[config.mk]
export PLATFORM = sky130hd
export DESIGN_NAME = rle_codec
export DESIGN_NICKNAME = d
export VERILOG_FILES = /design/src/rtl/rle_pkg.sv /design/src/rtl/rle_encoder.sv /design/src/rtl/rle_fifo.sv /design/src/rtl/rle_decoder.sv /design/src/rtl/rle_codec.sv
export SDC_FILE = /design/constraint.sdc
export NUM_CORES = 1
export LEC_CHECK = 0
export BUFFER_PORTS_ARGS = -buffer_cell sky130_fd_sc_hd__buf_2
export CAP_MARGIN = 0
export CORE_AREA = 2 2 120 133
export CTS_CLUSTER_SIZE = 16
export DETAILED_ROUTE_END_ITERATION = 8
export DIE_AREA = 0 0 122 135
export SLEW_MARGIN = 20
export SYNTH_ARGS = -nofsm -noshare
export SYNTH_HDL_FRONTEND = slang
export SYNTH_SLANG_ARGS = --single-unit
[constraint.sdc]
create_clock -name sti -period 6.8 [get_ports sti]
set_input_delay 0.34 -clock sti [delete_from_list [all_inputs] [get_ports sti]]
set_output_delay 0.34 -clock sti [all_outputs]
set_load 0.05 [all_outputs]
[src/rtl/rle_pkg.sv]
////////////////////////////////////////////////////////////
// run-length codec shared types
////////////////////////////////////////////////////////////

package rle_pkg;

  ////////////////////////////////////////////////////////////
  // widths
  ////////////////////////////////////////////////////////////

  localparam int unsigned DATA_W = 8;  // sample width
  localparam int unsigned CNT_W  = 4;  // run length minus one

  typedef logic [DATA_W-1:0] smp_t;  // one sample value
  typedef logic [CNT_W-1:0]  cnt_t;  // repeat count, 0 means a single sample

  ////////////////////////////////////////////////////////////
  // stream beats
  ////////////////////////////////////////////////////////////

  // sample stream, 10 bits
  // ready travels next to it as a separate level
  typedef struct packed {
    logic valid;  // beat present
    logic last;   // end of packet
    smp_t data;   // sample value
  } smp_beat_t;

  // compressed stream, 14 bits
  typedef struct packed {
    logic valid;  // word present
    logic last;   // final word of a packet
    cnt_t count;  // run length minus one
    smp_t data;   // repeated value
  } rle_beat_t;

  ////////////////////////////////////////////////////////////
  // encoder FSM
  ////////////////////////////////////////////////////////////

  // ENC_EMPTY  no run held
  // ENC_RUN    a run is being counted
  // ENC_FLUSH  second word of a split last sample still pending
  typedef enum logic [1:0] {
    ENC_EMPTY,
    ENC_RUN,
    ENC_FLUSH
  } enc_state_t;

endpackage

[src/rtl/rle_encoder.sv]
////////////////////////////////////////////////////////////
// run-length encoder
////////////////////////////////////////////////////////////

`timescale 1ns/1ns

module rle_encoder (
  input  logic                sti,        // clock
  input  logic                rst_n,
  input  logic                ctl_rst,    // clear run state
  input  logic                cfg_ena,    // low selects bypass
  input  rle_pkg::smp_beat_t  in_beat,
  output logic                in_ready,
  output rle_pkg::rle_beat_t  enc_beat,
  input  logic                enc_ready
);

  rle_pkg::enc_state_t state, state_nxt;

  // held run, payload only
  rle_pkg::smp_t run_val, run_val_nxt;
  rle_pkg::cnt_t run_cnt, run_cnt_nxt;
  logic          run_last, run_last_nxt;  // last flag of a pending flush word

  logic rdy_en;  // keeps in_ready low on the first cycle after reset

  // output register
  logic          out_vld;
  logic          out_last;
  rle_pkg::cnt_t out_cnt;
  rle_pkg::smp_t out_data;

  // load request into the output register
  logic          ld;
  logic          ld_last;
  rle_pkg::cnt_t ld_cnt;
  rle_pkg::smp_t ld_data;

  logic out_free;  // output register can take a word this cycle
  logic in_fire;
  logic same;      // sample equals held value
  logic split;     // held run must close before this sample

  ////////////////////////////////////////////////////////////
  // handshake and compare
  ////////////////////////////////////////////////////////////

  assign out_free = ~out_vld | enc_ready;
  assign in_ready = rdy_en & (state != rle_pkg::ENC_FLUSH) & out_free;
  assign in_fire  = in_beat.valid & in_ready;

  assign same  = (in_beat.data == run_val);
  assign split = ~cfg_ena | ~same | (run_cnt == '1);  // '1 is a full run of 16

  ////////////////////////////////////////////////////////////
  // next state
  ////////////////////////////////////////////////////////////

  always_comb begin
    state_nxt    = state;
    run_val_nxt  = run_val;
    run_cnt_nxt  = run_cnt;
    run_last_nxt = run_last;
    ld           = 1'b0;
    ld_last      = in_beat.last;  // default word is the sample itself
    ld_cnt       = '0;
    ld_data      = in_beat.data;
    case (state)
      rle_pkg::ENC_EMPTY: begin
        if (in_fire) begin
          if (in_beat.last | ~cfg_ena) begin
            ld = 1'b1;  // single sample word goes straight out
          end else begin
            run_val_nxt = in_beat.data;  // open a new run
            run_cnt_nxt = '0;
            state_nxt   = rle_pkg::ENC_RUN;
          end
        end
      end
      rle_pkg::ENC_RUN: begin
        if (in_fire) begin
          if (!split) begin
            if (in_beat.last) begin
              ld        = 1'b1;  // last closes the run including itself
              ld_cnt    = run_cnt + 1'b1;
              state_nxt = rle_pkg::ENC_EMPTY;
            end else begin
              run_cnt_nxt = run_cnt + 1'b1;
            end
          end else begin
            // emit old run, new sample starts the next one
            ld           = 1'b1;
            ld_last      = 1'b0;
            ld_cnt       = run_cnt;
            ld_data      = run_val;
            run_val_nxt  = in_beat.data;
            run_cnt_nxt  = '0;
            run_last_nxt = in_beat.last;
            if (in_beat.last | ~cfg_ena) begin
              state_nxt = rle_pkg::ENC_FLUSH;  // its word follows next cycle
            end else begin
              state_nxt = rle_pkg::ENC_RUN;
            end
          end
        end
      end
      rle_pkg::ENC_FLUSH: begin
        if (out_free) begin
          ld        = 1'b1;
          ld_last   = run_last;
          ld_cnt    = run_cnt;
          ld_data   = run_val;
          state_nxt = rle_pkg::ENC_EMPTY;
        end
      end
      default: state_nxt = rle_pkg::ENC_EMPTY;
    endcase
  end

  ////////////////////////////////////////////////////////////
  // registers
  ////////////////////////////////////////////////////////////

  always_ff @(posedge sti) begin
    if (!rst_n) begin
      rdy_en  <= 1'b0;
      state   <= rle_pkg::ENC_EMPTY;
      out_vld <= 1'b0;
    end else begin
      rdy_en <= 1'b1;
      if (ctl_rst) begin
        state   <= rle_pkg::ENC_EMPTY;  // drop run and pending word
        out_vld <= 1'b0;
      end else begin
        state <= state_nxt;
        if (ld) out_vld <= 1'b1;
        else if (enc_ready) out_vld <= 1'b0;
      end
    end
  end

  always_ff @(posedge sti) begin
    run_val  <= run_val_nxt;
    run_cnt  <= run_cnt_nxt;
    run_last <= run_last_nxt;
    if (ld) begin
      out_last <= ld_last;
      out_cnt  <= ld_cnt;
      out_data <= ld_data;
    end
  end

  assign enc_beat = '{valid: out_vld, last: out_last, count: out_cnt, data: out_data};

endmodule

[src/rtl/rle_fifo.sv]
////////////////////////////////////////////////////////////
// compressed word FIFO
////////////////////////////////////////////////////////////

`timescale 1ns/1ns

module rle_fifo #(
  parameter int unsigned DEPTH = 4  // number of words
)(
  input  logic                sti,
  input  logic                rst_n,
  input  logic                ctl_rst,  // drop all contents
  input  rle_pkg::rle_beat_t  wr_beat,
  output logic                wr_ready,
  output rle_pkg::rle_beat_t  rd_beat,
  input  logic                rd_ready
);

  localparam int unsigned AW = (DEPTH > 1) ? $clog2(DEPTH) : 1;

  // storage, no reset
  logic          mem_last [DEPTH];
  rle_pkg::cnt_t mem_cnt  [DEPTH];
  rle_pkg::smp_t mem_data [DEPTH];

  logic [AW-1:0] wr_ptr;
  logic [AW-1:0] rd_ptr;
  logic [AW:0]   occ;      // occupancy, 0..DEPTH

  logic wr_fire;
  logic rd_fire;

  assign wr_ready = (occ != (AW+1)'(DEPTH));  // not full
  assign wr_fire  = wr_beat.valid & wr_ready;
  assign rd_fire  = rd_beat.valid & rd_ready;

  ////////////////////////////////////////////////////////////
  // pointers and occupancy
  ////////////////////////////////////////////////////////////

  always_ff @(posedge sti) begin
    if (!rst_n || ctl_rst) begin
      wr_ptr <= '0;
      rd_ptr <= '0;
      occ    <= '0;
    end else begin
      if (wr_fire) begin
        wr_ptr <= (wr_ptr == AW'(DEPTH-1)) ? '0 : wr_ptr + 1'b1;  // wrap for any depth
      end
      if (rd_fire) begin
        rd_ptr <= (rd_ptr == AW'(DEPTH-1)) ? '0 : rd_ptr + 1'b1;
      end
      case ({wr_fire, rd_fire})
        2'b10:   occ <= occ + 1'b1;
        2'b01:   occ <= occ - 1'b1;
        default: occ <= occ;  // both or neither
      endcase
    end
  end

  always_ff @(posedge sti) begin
    if (wr_fire) begin
      mem_last[wr_ptr] <= wr_beat.last;
      mem_cnt[wr_ptr]  <= wr_beat.count;
      mem_data[wr_ptr] <= wr_beat.data;
    end
  end

  // head of queue, valid when not empty
  assign rd_beat = '{valid: (occ != '0),
                     last:  mem_last[rd_ptr],
                     count: mem_cnt[rd_ptr],
                     data:  mem_data[rd_ptr]};

endmodule

[src/rtl/rle_decoder.sv]
////////////////////////////////////////////////////////////
// run-length decoder
////////////////////////////////////////////////////////////

`timescale 1ns/1ns

module rle_decoder (
  input  logic                sti,
  input  logic                rst_n,
  input  logic                ctl_rst,     // abandon current word
  input  rle_pkg::rle_beat_t  word_beat,
  output logic                word_ready,
  output rle_pkg::smp_beat_t  out_beat,
  input  logic                out_ready
);

  logic          busy;      // a word is being expanded
  logic          cur_last;  // word closes a packet
  rle_pkg::smp_t cur_data;
  rle_pkg::cnt_t left;      // samples still due after the current one

  logic out_fire;
  logic final_smp;          // current sample is the word's last
  logic word_fire;

  ////////////////////////////////////////////////////////////
  // handshake
  ////////////////////////////////////////////////////////////

  assign final_smp = (left == '0);
  assign out_fire  = busy & out_ready;

  // take the next word when idle or as the final sample leaves
  assign word_ready = ~busy | (out_fire & final_smp);
  assign word_fire  = word_beat.valid & word_ready;

  ////////////////////////////////////////////////////////////
  // expansion
  ////////////////////////////////////////////////////////////

  always_ff @(posedge sti) begin
    if (!rst_n) begin
      busy <= 1'b0;
    end else if (ctl_rst) begin
      busy <= 1'b0;
    end else if (word_fire) begin
      busy <= 1'b1;  // back to back words keep busy high
    end else if (out_fire && final_smp) begin
      busy <= 1'b0;
    end
  end

  always_ff @(posedge sti) begin
    if (word_fire) begin
      cur_last <= word_beat.last;
      cur_data <= word_beat.data;
      left     <= word_beat.count;  // count+1 samples in total
    end else if (out_fire && !final_smp) begin
      left <= left - 1'b1;
    end
  end

  // last only on the final sample of a closing word
  assign out_beat = '{valid: busy,
                      last:  cur_last & final_smp,
                      data:  cur_data};

endmodule

[src/rtl/rle_codec.sv]
////////////////////////////////////////////////////////////
// run-length codec top
////////////////////////////////////////////////////////////

`timescale 1ns/1ns

module rle_codec #(
  parameter int unsigned FIFO_DEPTH = 4  // compressed words in flight
)(
  input  logic                sti,
  input  logic                rst_n,
  input  logic                ctl_rst,   // clears run state, FIFO, decoder
  input  logic                cfg_ena,   // low selects bypass
  input  rle_pkg::smp_beat_t  in_beat,
  output logic                in_ready,
  output rle_pkg::smp_beat_t  out_beat,
  input  logic                out_ready,
  output rle_pkg::rle_beat_t  cmp_mon    // copy of each word entering the FIFO
);

  rle_pkg::rle_beat_t enc_beat;   // encoder to FIFO
  logic               enc_ready;
  rle_pkg::rle_beat_t fifo_beat;  // FIFO to decoder
  logic               fifo_ready;

  ////////////////////////////////////////////////////////////
  // datapath
  ////////////////////////////////////////////////////////////

  rle_encoder u_encoder (
    .sti       (sti),
    .rst_n     (rst_n),
    .ctl_rst   (ctl_rst),
    .cfg_ena   (cfg_ena),
    .in_beat   (in_beat),
    .in_ready  (in_ready),
    .enc_beat  (enc_beat),
    .enc_ready (enc_ready)
  );

  rle_fifo #(
    .DEPTH (FIFO_DEPTH)
  ) u_fifo (
    .sti      (sti),
    .rst_n    (rst_n),
    .ctl_rst  (ctl_rst),
    .wr_beat  (enc_beat),
    .wr_ready (enc_ready),
    .rd_beat  (fifo_beat),
    .rd_ready (fifo_ready)
  );

  rle_decoder u_decoder (
    .sti        (sti),
    .rst_n      (rst_n),
    .ctl_rst    (ctl_rst),
    .word_beat  (fifo_beat),
    .word_ready (fifo_ready),
    .out_beat   (out_beat),
    .out_ready  (out_ready)
  );

  // monitor tap, valid only on actual transfers
  always_comb begin
    cmp_mon       = enc_beat;
    cmp_mon.valid = enc_beat.valid & enc_ready;
  end

endmodule

==> results.txt, run 1 <==
Hold Startpoint -> rst_n
Final Util -> 0.3464
Worst-Margin Slew -> 1036 ps
Core Box Area -> 15000 um^2
Starting Density -> 0.2978
Total global routing overflow -> 0
Total wire length -> 8.097 mm
Compound-Gate Fraction of Synth Area -> 0.07285
Worst-path clk slew -> 70 ps
Power Density -> 259.5 nW/um^2
Sequential-to-total area share from yosys stat -> 0.6747
Hpwl dp -> 5.799 mm
Worst reg2reg setup slack -> 3360 ps
Share of layout cells above drive strength 1 -> 0.2455
Syn Nets -> 312
Nets -> 354
Global-route usage over all layers -> 0.1033
Post-synth cell types -> 50
Root buffer cell -> clkbuf_16
CTS buffer count -> 9
Ys async rst share -> 0
Crit start category -> register
I/O Pins -> 40
Hold Crit Depth -> 1
Max-slew headroom -> 0.3096
P_leak -> 1.803 nW
Gpl congestion -> 0.7547
Largest family of logic cells by synthesized area -> simple AND/OR/NAND/NOR gates
Die ar. -> 16470 um^2
CP Class -> register to register
TNS Setup -> 0 ps
Top_reg_cell synth -> edfxtp_1
Routed via count -> 2433
Critical path data arrival time -> 3700 ps
Routed Antenna Nets -> 0
Post-route design area -> 5194 um^2
Max-cap viol count -> 0
TritonRoute pass-1 iters -> 4
Netlist Area Pre-Place -> 4466 um^2
Post-synthesis adder-cell area fraction -> 0.04091
Rows -> 47
Clk_skew -> 8.562 ps
Final min period -> 3437 ps
Status -> complete, no violations
# setup viols final -> 0
DR vias/cell -> 4.625
Fmax -> 0.2910 GHz
Chip width -> 122 um
Clock sinks -> 105
Fin crit share -> 0.5054
Mapped Cells -> 283
Clock Path Buffers -> 2
Synth Area in XOR/XNOR -> 0.02354
Drt first-iter violations -> 131
Critical R2R Capture -> u_fifo.occ[2]$_SDFFE_PP0P_
Setup Buffers After CTS -> 0
Max VDD drop -> 0.1083 mV
Worst setup EP type -> register
Ant. Diodes -> 0
Mean Syn Cell Area -> 15.78 um^2
Post_cts resized -> 0
Min-delay worst type -> primary input to register
Critical path peak fanout -> 19
Most common cell after layout, fill and taps aside -> edfxtp_1
Most frequent cells in the layout -> 91 x edfxtp_1, 39 x buf_2, 15 x inv_1, 15 x nor2_1
Worst EP required -> 7060 ps
Clk_lat worst skew -> 340 ps
Residual DRC -> 0
Top cells by area, synth -> edfxtp_1 61%, mux4_2 6.6%, dfxtp_1 6.3%
CTS Hold Bufs -> 0
Unrepaired setup endpoints after global routing -> false
Die Y -> 135 um
H-tree levels -> 3
Largest net degree at the start of global routing -> 20
Number of global-route vias before repair -> 2420
Share of the synthesized area in the top cell type -> 0.6119
Hold Path Sink -> u_encoder.rdy_en$_DFF_P_
TritonCTS clock tree -> built
WL/cell -> 15.39 um
First-pass GRT wire length -> 12.80 mm
Critical R2R Launch -> u_decoder.left[0]$_DFFE_PP_
Pins Over Slew Limit -> 0
Synthesis-to-finish area growth -> 16.31%
Final Hold Vio Count -> 0
Post-synthesis mux area share -> 0.07733
Synth Area in Simple Gates -> 0.08574
Reg2Reg Depth -> 11
DP Area -> 4858 um^2
Syn. warnings -> 0
Number of synthesized flops with an enable pin -> 91
#FFs+latches synth -> 105
Port bufs -> 39
Antenna violations before repair -> 0
Post-synth top area cell -> edfxtp_1
==> flip-flops by register name, indices dropped and copies added, names as in the netlist, 3 cells and up, named ones only <==
name / count
u_decoder.cur_data: 8
u_decoder.left: 4
u_encoder.out_cnt: 4
u_encoder.out_data: 8
u_encoder.run_cnt: 4
u_encoder.run_val: 8
u_fifo.mem_cnt: 16
u_fifo.mem_data: 32
u_fifo.mem_last: 4
u_fifo.occ: 3
==> cell type report <==
| cell class | count | area, um^2 |
|---|---|---|
| Clock inverter | 6 | 106.4 |
| Fill cell | 1433 | 9802 |
| Multi-Input combinational cell | 154 | 1341 |
| Sequential cell | 105 | 3013 |
| Tap cell | 196 | 245.2 |
| Clock buffer | 10 | 229.0 |
| Timing Repair Buffer | 40 | 202.7 |
| Inverter | 15 | 56.30 |
==> worst max-delay path: stages (launching register included) <==
cell and delay, ps:
edfxtp_1 400, inv_1 100, ha_1 140, nor3b_1 290, nand2_1 140, a21oi_2 800, ha_1 340, inv_1 80
fa_1 450, xor2_1 170, or3_1 310, a21oi_1 150
==> synthesized netlist by cell type (2+ instances only) <==
| cell type | count |
|---|---|
| a311oi_1 | 2 |
| and2_1 | 2 |
| and3_1 | 6 |
| o21ai_0 | 7 |
| nand3_1 | 3 |
| dfxtp_1 | 14 |
| mux2i_1 | 3 |
| edfxtp_1 | 91 |
| ha_1 | 13 |
| mux2_2 | 2 |
| inv_1 | 15 |
| xor2_1 | 10 |
| nand2b_1 | 4 |
| nor4_4 | 2 |
| nand4_1 | 2 |
| a22o_1 | 8 |
| or3_1 | 2 |
| o21a_1 | 3 |
| nand2_1 | 14 |
| mux4_2 | 13 |
| nor2_1 | 15 |
| xnor2_1 | 2 |
| nor4_1 | 2 |
| nor3_1 | 5 |
| buf_2 | 2 |
| buf_4 | 3 |
| clkbuf_1 | 3 |
| a21oi_1 | 11 |
| a211oi_1 | 3 |
==> cell families (layout without fill, tap and decap cells) <==
logic type,count (synthesis),count (layout)
buffers and inverters,24,71
DFF,105,105
adders and majority gates,14,14
AOI/OAI and AO/OA,45,45
xor gates and xnor gates,12,12
and+or+nand+nor,65,65
muxes,18,18
==> per-stage QoR <==
step	instances	total power, mW	hold WS [ps]	worst slack, ps
after floorplan	283	0.7700	367.7	3889
after global placement	510	0.7888	460.3	3530
after detailed placement	510	0.7904	460.0	3317
after CTS	526	1.362	98.15	3307
after global routing	526	1.392	103.3	3120
final	526	1.348	112.0	3363
==> how the worst max path moves through the flow <==
stage / startpoint / endpoint / slack (ps) / depth (start not counted)
4_1_cts: u_decoder.left[0]$_DFFE_PP_ / u_fifo.occ[2]$_SDFFE_PP0P_ / 3310 / 11
5_1_grt: u_decoder.left[0]$_DFFE_PP_ / u_fifo.occ[2]$_SDFFE_PP0P_ / 3120 / 11
3_5_place_dp: u_decoder.left[0]$_DFFE_PP_ / u_fifo.occ[2]$_SDFFE_PP0P_ / 3320 / 11
3_3_place_gp: u_decoder.left[0]$_DFFE_PP_ / u_fifo.occ[2]$_SDFFE_PP0P_ / 3530 / 11
2_1_floorplan: u_decoder.left[0]$_DFFE_PP_ / u_fifo.occ[2]$_SDFFE_PP0P_ / 3890 / 11
6_report: u_decoder.left[0]$_DFFE_PP_ / u_fifo.occ[2]$_SDFFE_PP0P_ / 3360 / 11
==> per-layer routing <==
| layer | share of wire | up-vias | wire [um] | GRT usage |
|---|---|---|---|---|
| li1 | - | 1176 | - | - |
| met1 | 0.44 | 1196 | 3574 | 0.1216 |
| met2 | 0.49 | 48 | 4008 | 0.1778 |
| met3 | 0.042 | 13 | 344 | 0.02576 |
| met4 | 0.021 | 0 | 170 | 0.04534 |
| met5 | 0 | - | 0 | 0 |
==> report_power, final <==
part	total [mW]	leakage [nW]	switching, mW	internal (mW)
logic	0.0603	0.703	0.0409	0.0194
clock network	0.573	0.160	0.215	0.358
registers	0.715	0.941	0.00755	0.707
No activity file was read; power rests on OpenSTA's default activity.
==> inputs of run 2 (changes only) <==
ABC_AREA = 1   (was default)
CORE_AREA = 2 2 121 134   (was 2 2 120 133)
DIE_AREA = 0 0 123 136   (was 0 0 122 135)
clock period = 3.3 ns   (was 6.8 ns; I/O delays follow)
==> run 2 against run 1 <==
Critical endpoint unchanged. Non-clock buffer count increased by 5. Maximum frequency increased by 46%. Register-to-register slack got worse by 2400 ps. Die area increased by 1.6%. Highest routed layer unchanged.
==> results.txt, run 2 <==
Syn Nets -> 432 (+38%)
Reg2Reg Depth -> 13 (+2)
Worst EP required -> 3540 ps (-3520 ps)
Worst setup EP type -> register
Crit path capture -> u_fifo.occ[2]$_SDFFE_PP0P_
Largest regs -> u_fifo.mem_data (32), u_fifo.mem_cnt (16)
Filler cells -> 1557 (+8.7%)
Hold WS -> 28.56 ps (-83.42 ps)
CTS Hold Bufs -> 1 (+1)
Cell count after placement -> 638 (+25%)
Max VDD drop -> 0.2246 mV (+110%)
Post-synth top area cell -> edfxtp_1
Delay-heaviest family, CP -> adder cells
Compound-Gate Fraction of Synth Area -> 0.08084 (+0.007992)
Dominant cell by count in the synthesized netlist -> edfxtp_1
Fin crit share -> 0.7111 (+0.2057)
Sequential-to-total area share from yosys stat -> 0.6667 (-0.008032)
Worst setup path startpoint -> u_decoder.left[0]$_DFFE_PP_
Max reg flops -> 32 (unchanged)
Antenna violations before repair -> 0 (unchanged)
Critical R2R Launch -> u_decoder.left[0]$_DFFE_PP_
Chip width -> 123 um (+0.82%)
Die Y -> 136 um (+0.74%)
Slowest-stage cell, CP -> fa_1
Share of layout cells above drive strength 1 -> 0.1692 (-0.07622)
Clock Path Buffers -> 2 (unchanged)
Synth top cells by count -> 91 x edfxtp_1, 57 x nand2_1, 56 x nor2_1
Critical path depth -> 13 (+2)
Max-slew headroom -> 0.5288 (+0.2192)
Mean Syn Cell Area -> 11.21 um^2 (-29%)
CP Cell Sequence -> inv_1, ha_1, nand3_1, nand2_1, nand2_1, clkinv_1, ha_1, inv_1, fa_1, a21oi_1, o21ai_0, o21ai_0, a21oi_1
Total wire length -> 8.922 mm (+10%)
Setup WS post-layout -> 953.3 ps (-2410 ps)
Post-synthesis adder-cell area fraction -> 0.04042 (-0.0004870)
Total global routing overflow -> 0 (unchanged)
Min-delay worst type -> primary input to register
P_leak -> 2.006 nW (+11%)
TNS Setup -> 0 ps (unchanged)
Syn. warnings -> 0 (unchanged)
Clk_lat worst skew -> 350 ps (about the same)
Port bufs -> 39 (unchanged)
Post_cts resized -> 0 (unchanged)
CP peak stage delay -> 430 ps (-370 ps)
Critical R2R Capture -> u_fifo.occ[2]$_SDFFE_PP0P_
I/O Pins -> 40 (unchanged)
Nets -> 479 (+35%)
Most frequent cells in the layout -> 91 x edfxtp_1, 57 x nand2_1, 56 x nor2_1
TritonCTS clock tree -> built
Largest net degree at the start of global routing -> 22 (+10%)
Mapped Cells -> 403 (+42%)
Post-synthesis mux area share -> 0 (-0.07733)
Routed via count -> 2903 (+19%)
Final Util -> 0.3400 (-0.006395)
Synthesis-to-finish area growth -> 16.56%
DR vias/cell -> 4.432 (-4.2%)
Power Density -> 516.7 nW/um^2 (+99%)
Synth Area in Simple Gates -> 0.1451 (+0.05933)
Routed Antenna Nets -> 0 (unchanged)
Final Hold Vio Count -> 0 (unchanged)
Worst-Margin Slew -> 704.2 ps (-331.4 ps)
#FFs+latches synth -> 105 (unchanged)
Top cells by area, synth -> edfxtp_1 60%, dfxtp_1 6.2%, nand2_1 4.7%
Crit start category -> register
Gpl congestion -> 0.8631 (+14%)
H-tree levels -> 3 (unchanged)
CP Class -> register to register
Die ar. -> 16730 um^2 (+1.6%)
Setup Buffers After CTS -> 0 (unchanged)
Root buffer cell -> clkbuf_16
Fin cells -> 655 (+25%)
Number of synthesized flops with an enable pin -> 91 (unchanged)
Ys async rst share -> 0 (unchanged)
Share of the synthesized area in the top cell type -> 0.6047 (-0.007285)
Critical path data arrival time -> 2580 ps (-1120 ps)
Ant. Diodes -> 0 (unchanged)
Max-cap viol count -> 0 (unchanged)
Critical path peak fanout -> 7 (-12)
Rows -> 48 (+2.1%)
First-pass GRT wire length -> 14.19 mm (+11%)
Number of global-route vias before repair -> 2774 (+15%)
Fmax -> 0.4261 GHz (+46%)
Top reg by flops -> u_fifo.mem_data
WL/cell -> 13.62 um (-12%)
# setup viols final -> 0 (unchanged)
Residual DRC -> 0 (unchanged)
Starting Density -> 0.2917 (-0.006122)
Setup WS pre-CTS -> 965.8 ps (-2351 ps)
Pins Over Slew Limit -> 0 (unchanged)
Hpwl dp -> 6.452 mm (+11%)
Global-route usage over all layers -> 0.1124 (+0.009178)
Final min period -> 2347 ps (-1090 ps)
Most common cell after layout, fill and taps aside -> edfxtp_1
Core Box Area -> 15490 um^2 (+3.3%)
Unrepaired setup endpoints after global routing -> false
Drt first-iter violations -> 209 (+60%)
Status -> complete, no violations
Clk_skew -> 13.84 ps (+5.273 ps)
Largest family of logic cells by synthesized area -> simple AND/OR/NAND/NOR gates
Synth Area in XOR/XNOR -> 0.01357 (-0.009970)
Top_reg_cell synth -> edfxtp_1
CTS buffer count -> 9 (unchanged)
Worst-path clk slew -> 80 ps (about the same)
Clock sinks -> 105 (unchanged)
Netlist Area Pre-Place -> 4519 um^2 (+1.2%)
TritonRoute pass-1 iters -> 4 (unchanged)
Worst reg2reg setup slack -> 950 ps (-2410 ps)
Buf+Inv Stages, Crit Path -> 3 (+1)
Post-synth cell types -> 32 (-36%)
## run 2: changes by cell type after synthesis, sizes merged, moves of 6 or more
cell   delta
xor2      -6
and3      -7
nand2    +49
o21ai    +30
o22ai    +12
mux4     -13
nor2     +46
a22o      -9
inv      +34
nand3    +17
## run 2: how the worst min path moves through the flow
stage	startpoint	endpoint	slack, ps	cells after the start
after floorplan	rst_n	u_encoder.rdy_en$_DFF_P_	190	0
after global placement	rst_n	u_encoder.rdy_en$_DFF_P_	280	1
after detailed placement	rst_n	u_encoder.rdy_en$_DFF_P_	290	1
after CTS	in_beat[4]	u_encoder.run_val[4]$_DFFE_PP_	20	1
after global routing	in_beat[0]	u_encoder.run_val[0]$_DFFE_PP_	30	1
final	in_beat[4]	u_encoder.run_val[4]$_DFFE_PP_	30	1
## run 2: logic make-up after synthesis
family | count (synthesis)
and+or+nand+nor | 150
DFF | 105
AOI/OAI and AO/OA | 68
buffers and inverters | 59
adders and majority gates | 14
xor gates and xnor gates | 7
## run 2: final cells by class
type,count,area [um^2],share of cell area
multi-input combinational,239,1265,0.2401
sequential,105,3013,0.5720
clock inverter,6,70.07,0.01330
tap,200,250.2,0.04751
timing repair buffer,45,242.7,0.04608
inverter,50,187.7,0.03563
clock buffer,10,239.0,0.04537
## run 2: worst register-to-register path, stage by stage, from the launching register on
cell,delay (ps)
edfxtp_1,410
inv_1,110
ha_1,180
nand3_1,80
nand2_1,100
nand2_1,150
clkinv_1,90
ha_1,140
inv_1,70
fa_1,430
a21oi_1,140
o21ai_0,110
o21ai_0,160
a21oi_1,60
## run 2: power by group
part	total [mW]	leakage, nW	switching, mW	internal [mW]
Clock	1.09	0.151	0.527	0.558
Sequential	1.48	0.941	0.0198	1.47
Combinational	0.151	0.914	0.112	0.0397
## run 2: per-stage QoR
stage / area (um^2) / total power, mW
finish: 5268 / 2.722
global route: 5268 / 2.820
CTS: 5268 / 2.750
detailed placement: 4949 / 1.668
global placement: 4949 / 1.665
floorplan: 4519 / 1.616
## run 2: routing by layer
metal | share of wire | vias to the layer above | GRT usage
met5 | 0 | - | 0
met4 | 0.015 | 0 | 0.05051
met3 | 0.054 | 12 | 0.02097
li1 | - | 1467 | -
met2 | 0.49 | 75 | 0.1897
met1 | 0.44 | 1349 | 0.1393
==> inputs of run 3 (changes only) <==
clock period = 2.2 ns   (was 3.3 ns; I/O delays follow)
==> run 3 against run 2 <==
Die area did not move. Combinational power is 65% higher. Sequential power rose by 51%. Maximum frequency rose by 14%. Worst setup slack lost 810 ps. Wire length shrank 1.8%. Register-to-register slack worse by 810 ps. Clock-buffer cell count increased by 2. Clock skew down 5.8 ps.
==> results.txt, run 3 (synthesis results as in run 2) <==
Routed via count -> 2902 (-0.034%)
CP Cell Sequence -> inv_2, ha_1, nand3_1, nand2_2, nand2_2, clkinv_4, ha_1, inv_2, fa_2, a21oi_2, o21ai_1, o21ai_1, a21oi_1
Ant. Diodes -> 0 (unchanged)
First-pass GRT wire length -> 14.48 mm (+2.0%)
Core Box Area -> 15490 um^2 (unchanged)
DR vias/cell -> 4.318 (-2.6%)
Delay-heaviest family, CP -> adder cells
Critical path data arrival time -> 2290 ps (-290 ps)
Largest net degree at the start of global routing -> 20 (-9.1%)
Clock sinks -> 105 (unchanged)
Hpwl dp -> 6.200 mm (-3.9%)
Worst EP required -> 2430 ps (-1110 ps)
CP Class -> register to register
Max-slew headroom -> 0.7173 (+0.1885)
Share of layout cells above drive strength 1 -> 0.1928 (+0.02357)
Seq. cell area -> 3013 um^2 (unchanged)
Most common cell after layout, fill and taps aside -> edfxtp_1
# setup viols final -> 0 (unchanged)
Starting Density -> 0.2917 (unchanged)
CTS buffer count -> 9 (unchanged)
Worst setup EP type -> register
Max reg flops -> 32 (unchanged)
Critical path depth -> 13 (unchanged)
WL/cell -> 13.04 um (-4.3%)
Setup WS pre-CTS -> 15.75 ps (-950.0 ps)
Flop pwr share -> 0.552 (+0.006)
Buf+Inv Stages, Crit Path -> 3 (unchanged)
I/O Pins -> 40 (unchanged)
Min-delay worst type -> primary input to register
H-tree levels -> 3 (unchanged)
Worst-Margin Slew -> 424.1 ps (-280.2 ps)
Most frequent cells in the layout -> 91 x edfxtp_1, 56 x nor2_1, 55 x nand2_1
Slowest-stage cell, CP -> edfxtp_1
Clk_lat worst skew -> 340 ps (about the same)
Sw power -> 0.8675 mW (+32%)
Antenna violations before repair -> 0 (unchanged)
Filler cells -> 1538 (-1.2%)
P_leak -> 2.078 nW (+3.6%)
Final Hold Vio Count -> 0 (unchanged)
Critical path peak fanout -> 3 (-4)
Reg2Reg Depth -> 13 (unchanged)
Hold Path Sink -> u_encoder.run_last$_DFFE_PP_
Max VDD drop -> 0.3814 mV (+70%)
Residual DRC -> 0 (unchanged)
Critical R2R Launch -> u_decoder.left[0]$_DFFE_PP_
Clock Path Buffers -> 2 (unchanged)
Setup WS post-layout -> 141.6 ps (-811.8 ps)
Die Y -> 136 um (unchanged)
Hold Crit Depth -> 1 (unchanged)
Total global routing overflow -> 0 (unchanged)
Root buffer cell -> clkbuf_16
Fin crit share -> 0.9357 (+0.2245)
Synthesis-to-finish area growth -> 19.74%
Critical R2R Capture -> u_fifo.occ[2]$_SDFFE_PP0P_
Combinational share of power -> 0.062 (+0.006)
Die ar. -> 16730 um^2 (unchanged)
Final Util -> 0.3492 (+0.009286)
Hold Startpoint -> in_beat[8]
Rows -> 48 (unchanged)
Nets -> 496 (+3.5%)
CP peak stage delay -> 430 ps (about the same)
TritonRoute pass-1 iters -> 4 (unchanged)
Max-cap viol count -> 0 (unchanged)
Top reg by flops -> u_fifo.mem_data
Switching portion of total power -> 0.2152 (-0.02679)
Worst-path clk slew -> 60 ps (-20 ps)
Gpl congestion -> 0.8445 (-2.2%)
Worst reg2reg setup slack -> 140 ps (-810 ps)
Status -> complete, no violations
Number of global-route vias before repair -> 2939 (+5.9%)
Final min period -> 2058 ps (-288.2 ps)
Clk pwr share -> 0.386 (-0.013)
Largest regs -> u_fifo.mem_data (32), u_fifo.mem_cnt (16)
TritonCTS clock tree -> built
Global-route usage over all layers -> 0.1140 (+0.001577)
Routed Antenna Nets -> 0 (unchanged)
Power Density -> 744.8 nW/um^2 (+44%)
Port bufs -> 39 (unchanged)
Clk_skew -> 8.067 ps (-5.769 ps)
Chip width -> 123 um (unchanged)
Drt first-iter violations -> 216 (+3.3%)
Area of the multi-input gates -> 1276 um^2 (+0.89%)
Worst setup path startpoint -> u_decoder.left[0]$_DFFE_PP_
Fmax -> 0.4858 GHz (+14%)
Pins Over Slew Limit -> 0 (unchanged)
Crit start category -> register
Total wire length -> 8.761 mm (-1.8%)
Pint -> 3.163 mW (+53%)
==> run 3: worst max path at each step <==
stage | endpoint | slack (ps)
finish | u_fifo.occ[2]$_SDFFE_PP0P_ | 140
global placement | u_fifo.occ[2]$_SDFFE_PP0P_ | 60
CTS | u_fifo.occ[2]$_SDFFE_PP0P_ | 4
global route | u_fifo.occ[2]$_SDFFE_PP0P_ | -4
floorplan | u_fifo.occ[2]$_SDFFE_PP0P_ | 40
detailed placement | u_fifo.occ[2]$_SDFFE_PP0P_ | 20
==> run 3: layer usage <==
layer | vias to the layer above | global-route usage | part of all wire
met5 | - | 0 | 0
li1 | 1506 | - | -
met3 | 14 | 0.02601 | 0.042
met1 | 1327 | 0.1334 | 0.44
met4 | 0 | 0.05492 | 0.024
met2 | 55 | 0.1961 | 0.50
==> run 3: power groups by stage <==
stage / Combinational (mW) / Clock, mW / Sequential [mW]
after CTS: 0.251 / 1.60 / 2.23
after floorplan: 0.114 / 0 / 2.31
after global placement: 0.234 / 0 / 2.27
final: 0.249 / 1.56 / 2.23
after global routing: 0.276 / 1.68 / 2.23
after detailed placement: 0.237 / 0 / 2.27
==> run 3: cell type report <==
class | count | area share
clock buffers | 12 | 0.04370
clock inverters | 4 | 0.009711
inverters | 50 | 0.03561
multi-input cells | 239 | 0.2358
flip-flops and latches | 105 | 0.5568
well taps | 200 | 0.04624
repair buffers | 62 | 0.07214
==> run 3: repair_timing <==
item                                    in CTS  in global routing
hold buffers                                 9                  0
endpoints found under the setup margin       0                  1
endpoints found under the hold margin        9                  0
gates resized for setup                      0                  8
setup buffers                                0                  2
==> run 3: worst register-to-register path, cell delays in order, from the launching register on <==
cell	delay [ps]
edfxtp_1	430
inv_2	80
ha_1	160
nand3_1	100
nand2_2	90
nand2_2	70
clkinv_4	50
ha_1	150
inv_2	60
fa_2	390
a21oi_2	110
o21ai_1	80
o21ai_1	140
a21oi_1	50
==> run 3: stage by stage <==
stage	power, mW	instance area, um^2	setup TNS, ps	cells	hold WS (ps)
2_1_floorplan	2.425	4527	0	403	137.7
3_3_place_gp	2.503	5009	0	645	227.4
3_5_place_dp	2.507	5009	0	645	232.1
4_1_cts	4.080	5388	0	670	73.61
5_1_grt	4.183	5411	-4.257	672	83.50
6_report	4.030	5411	0	672	82.99
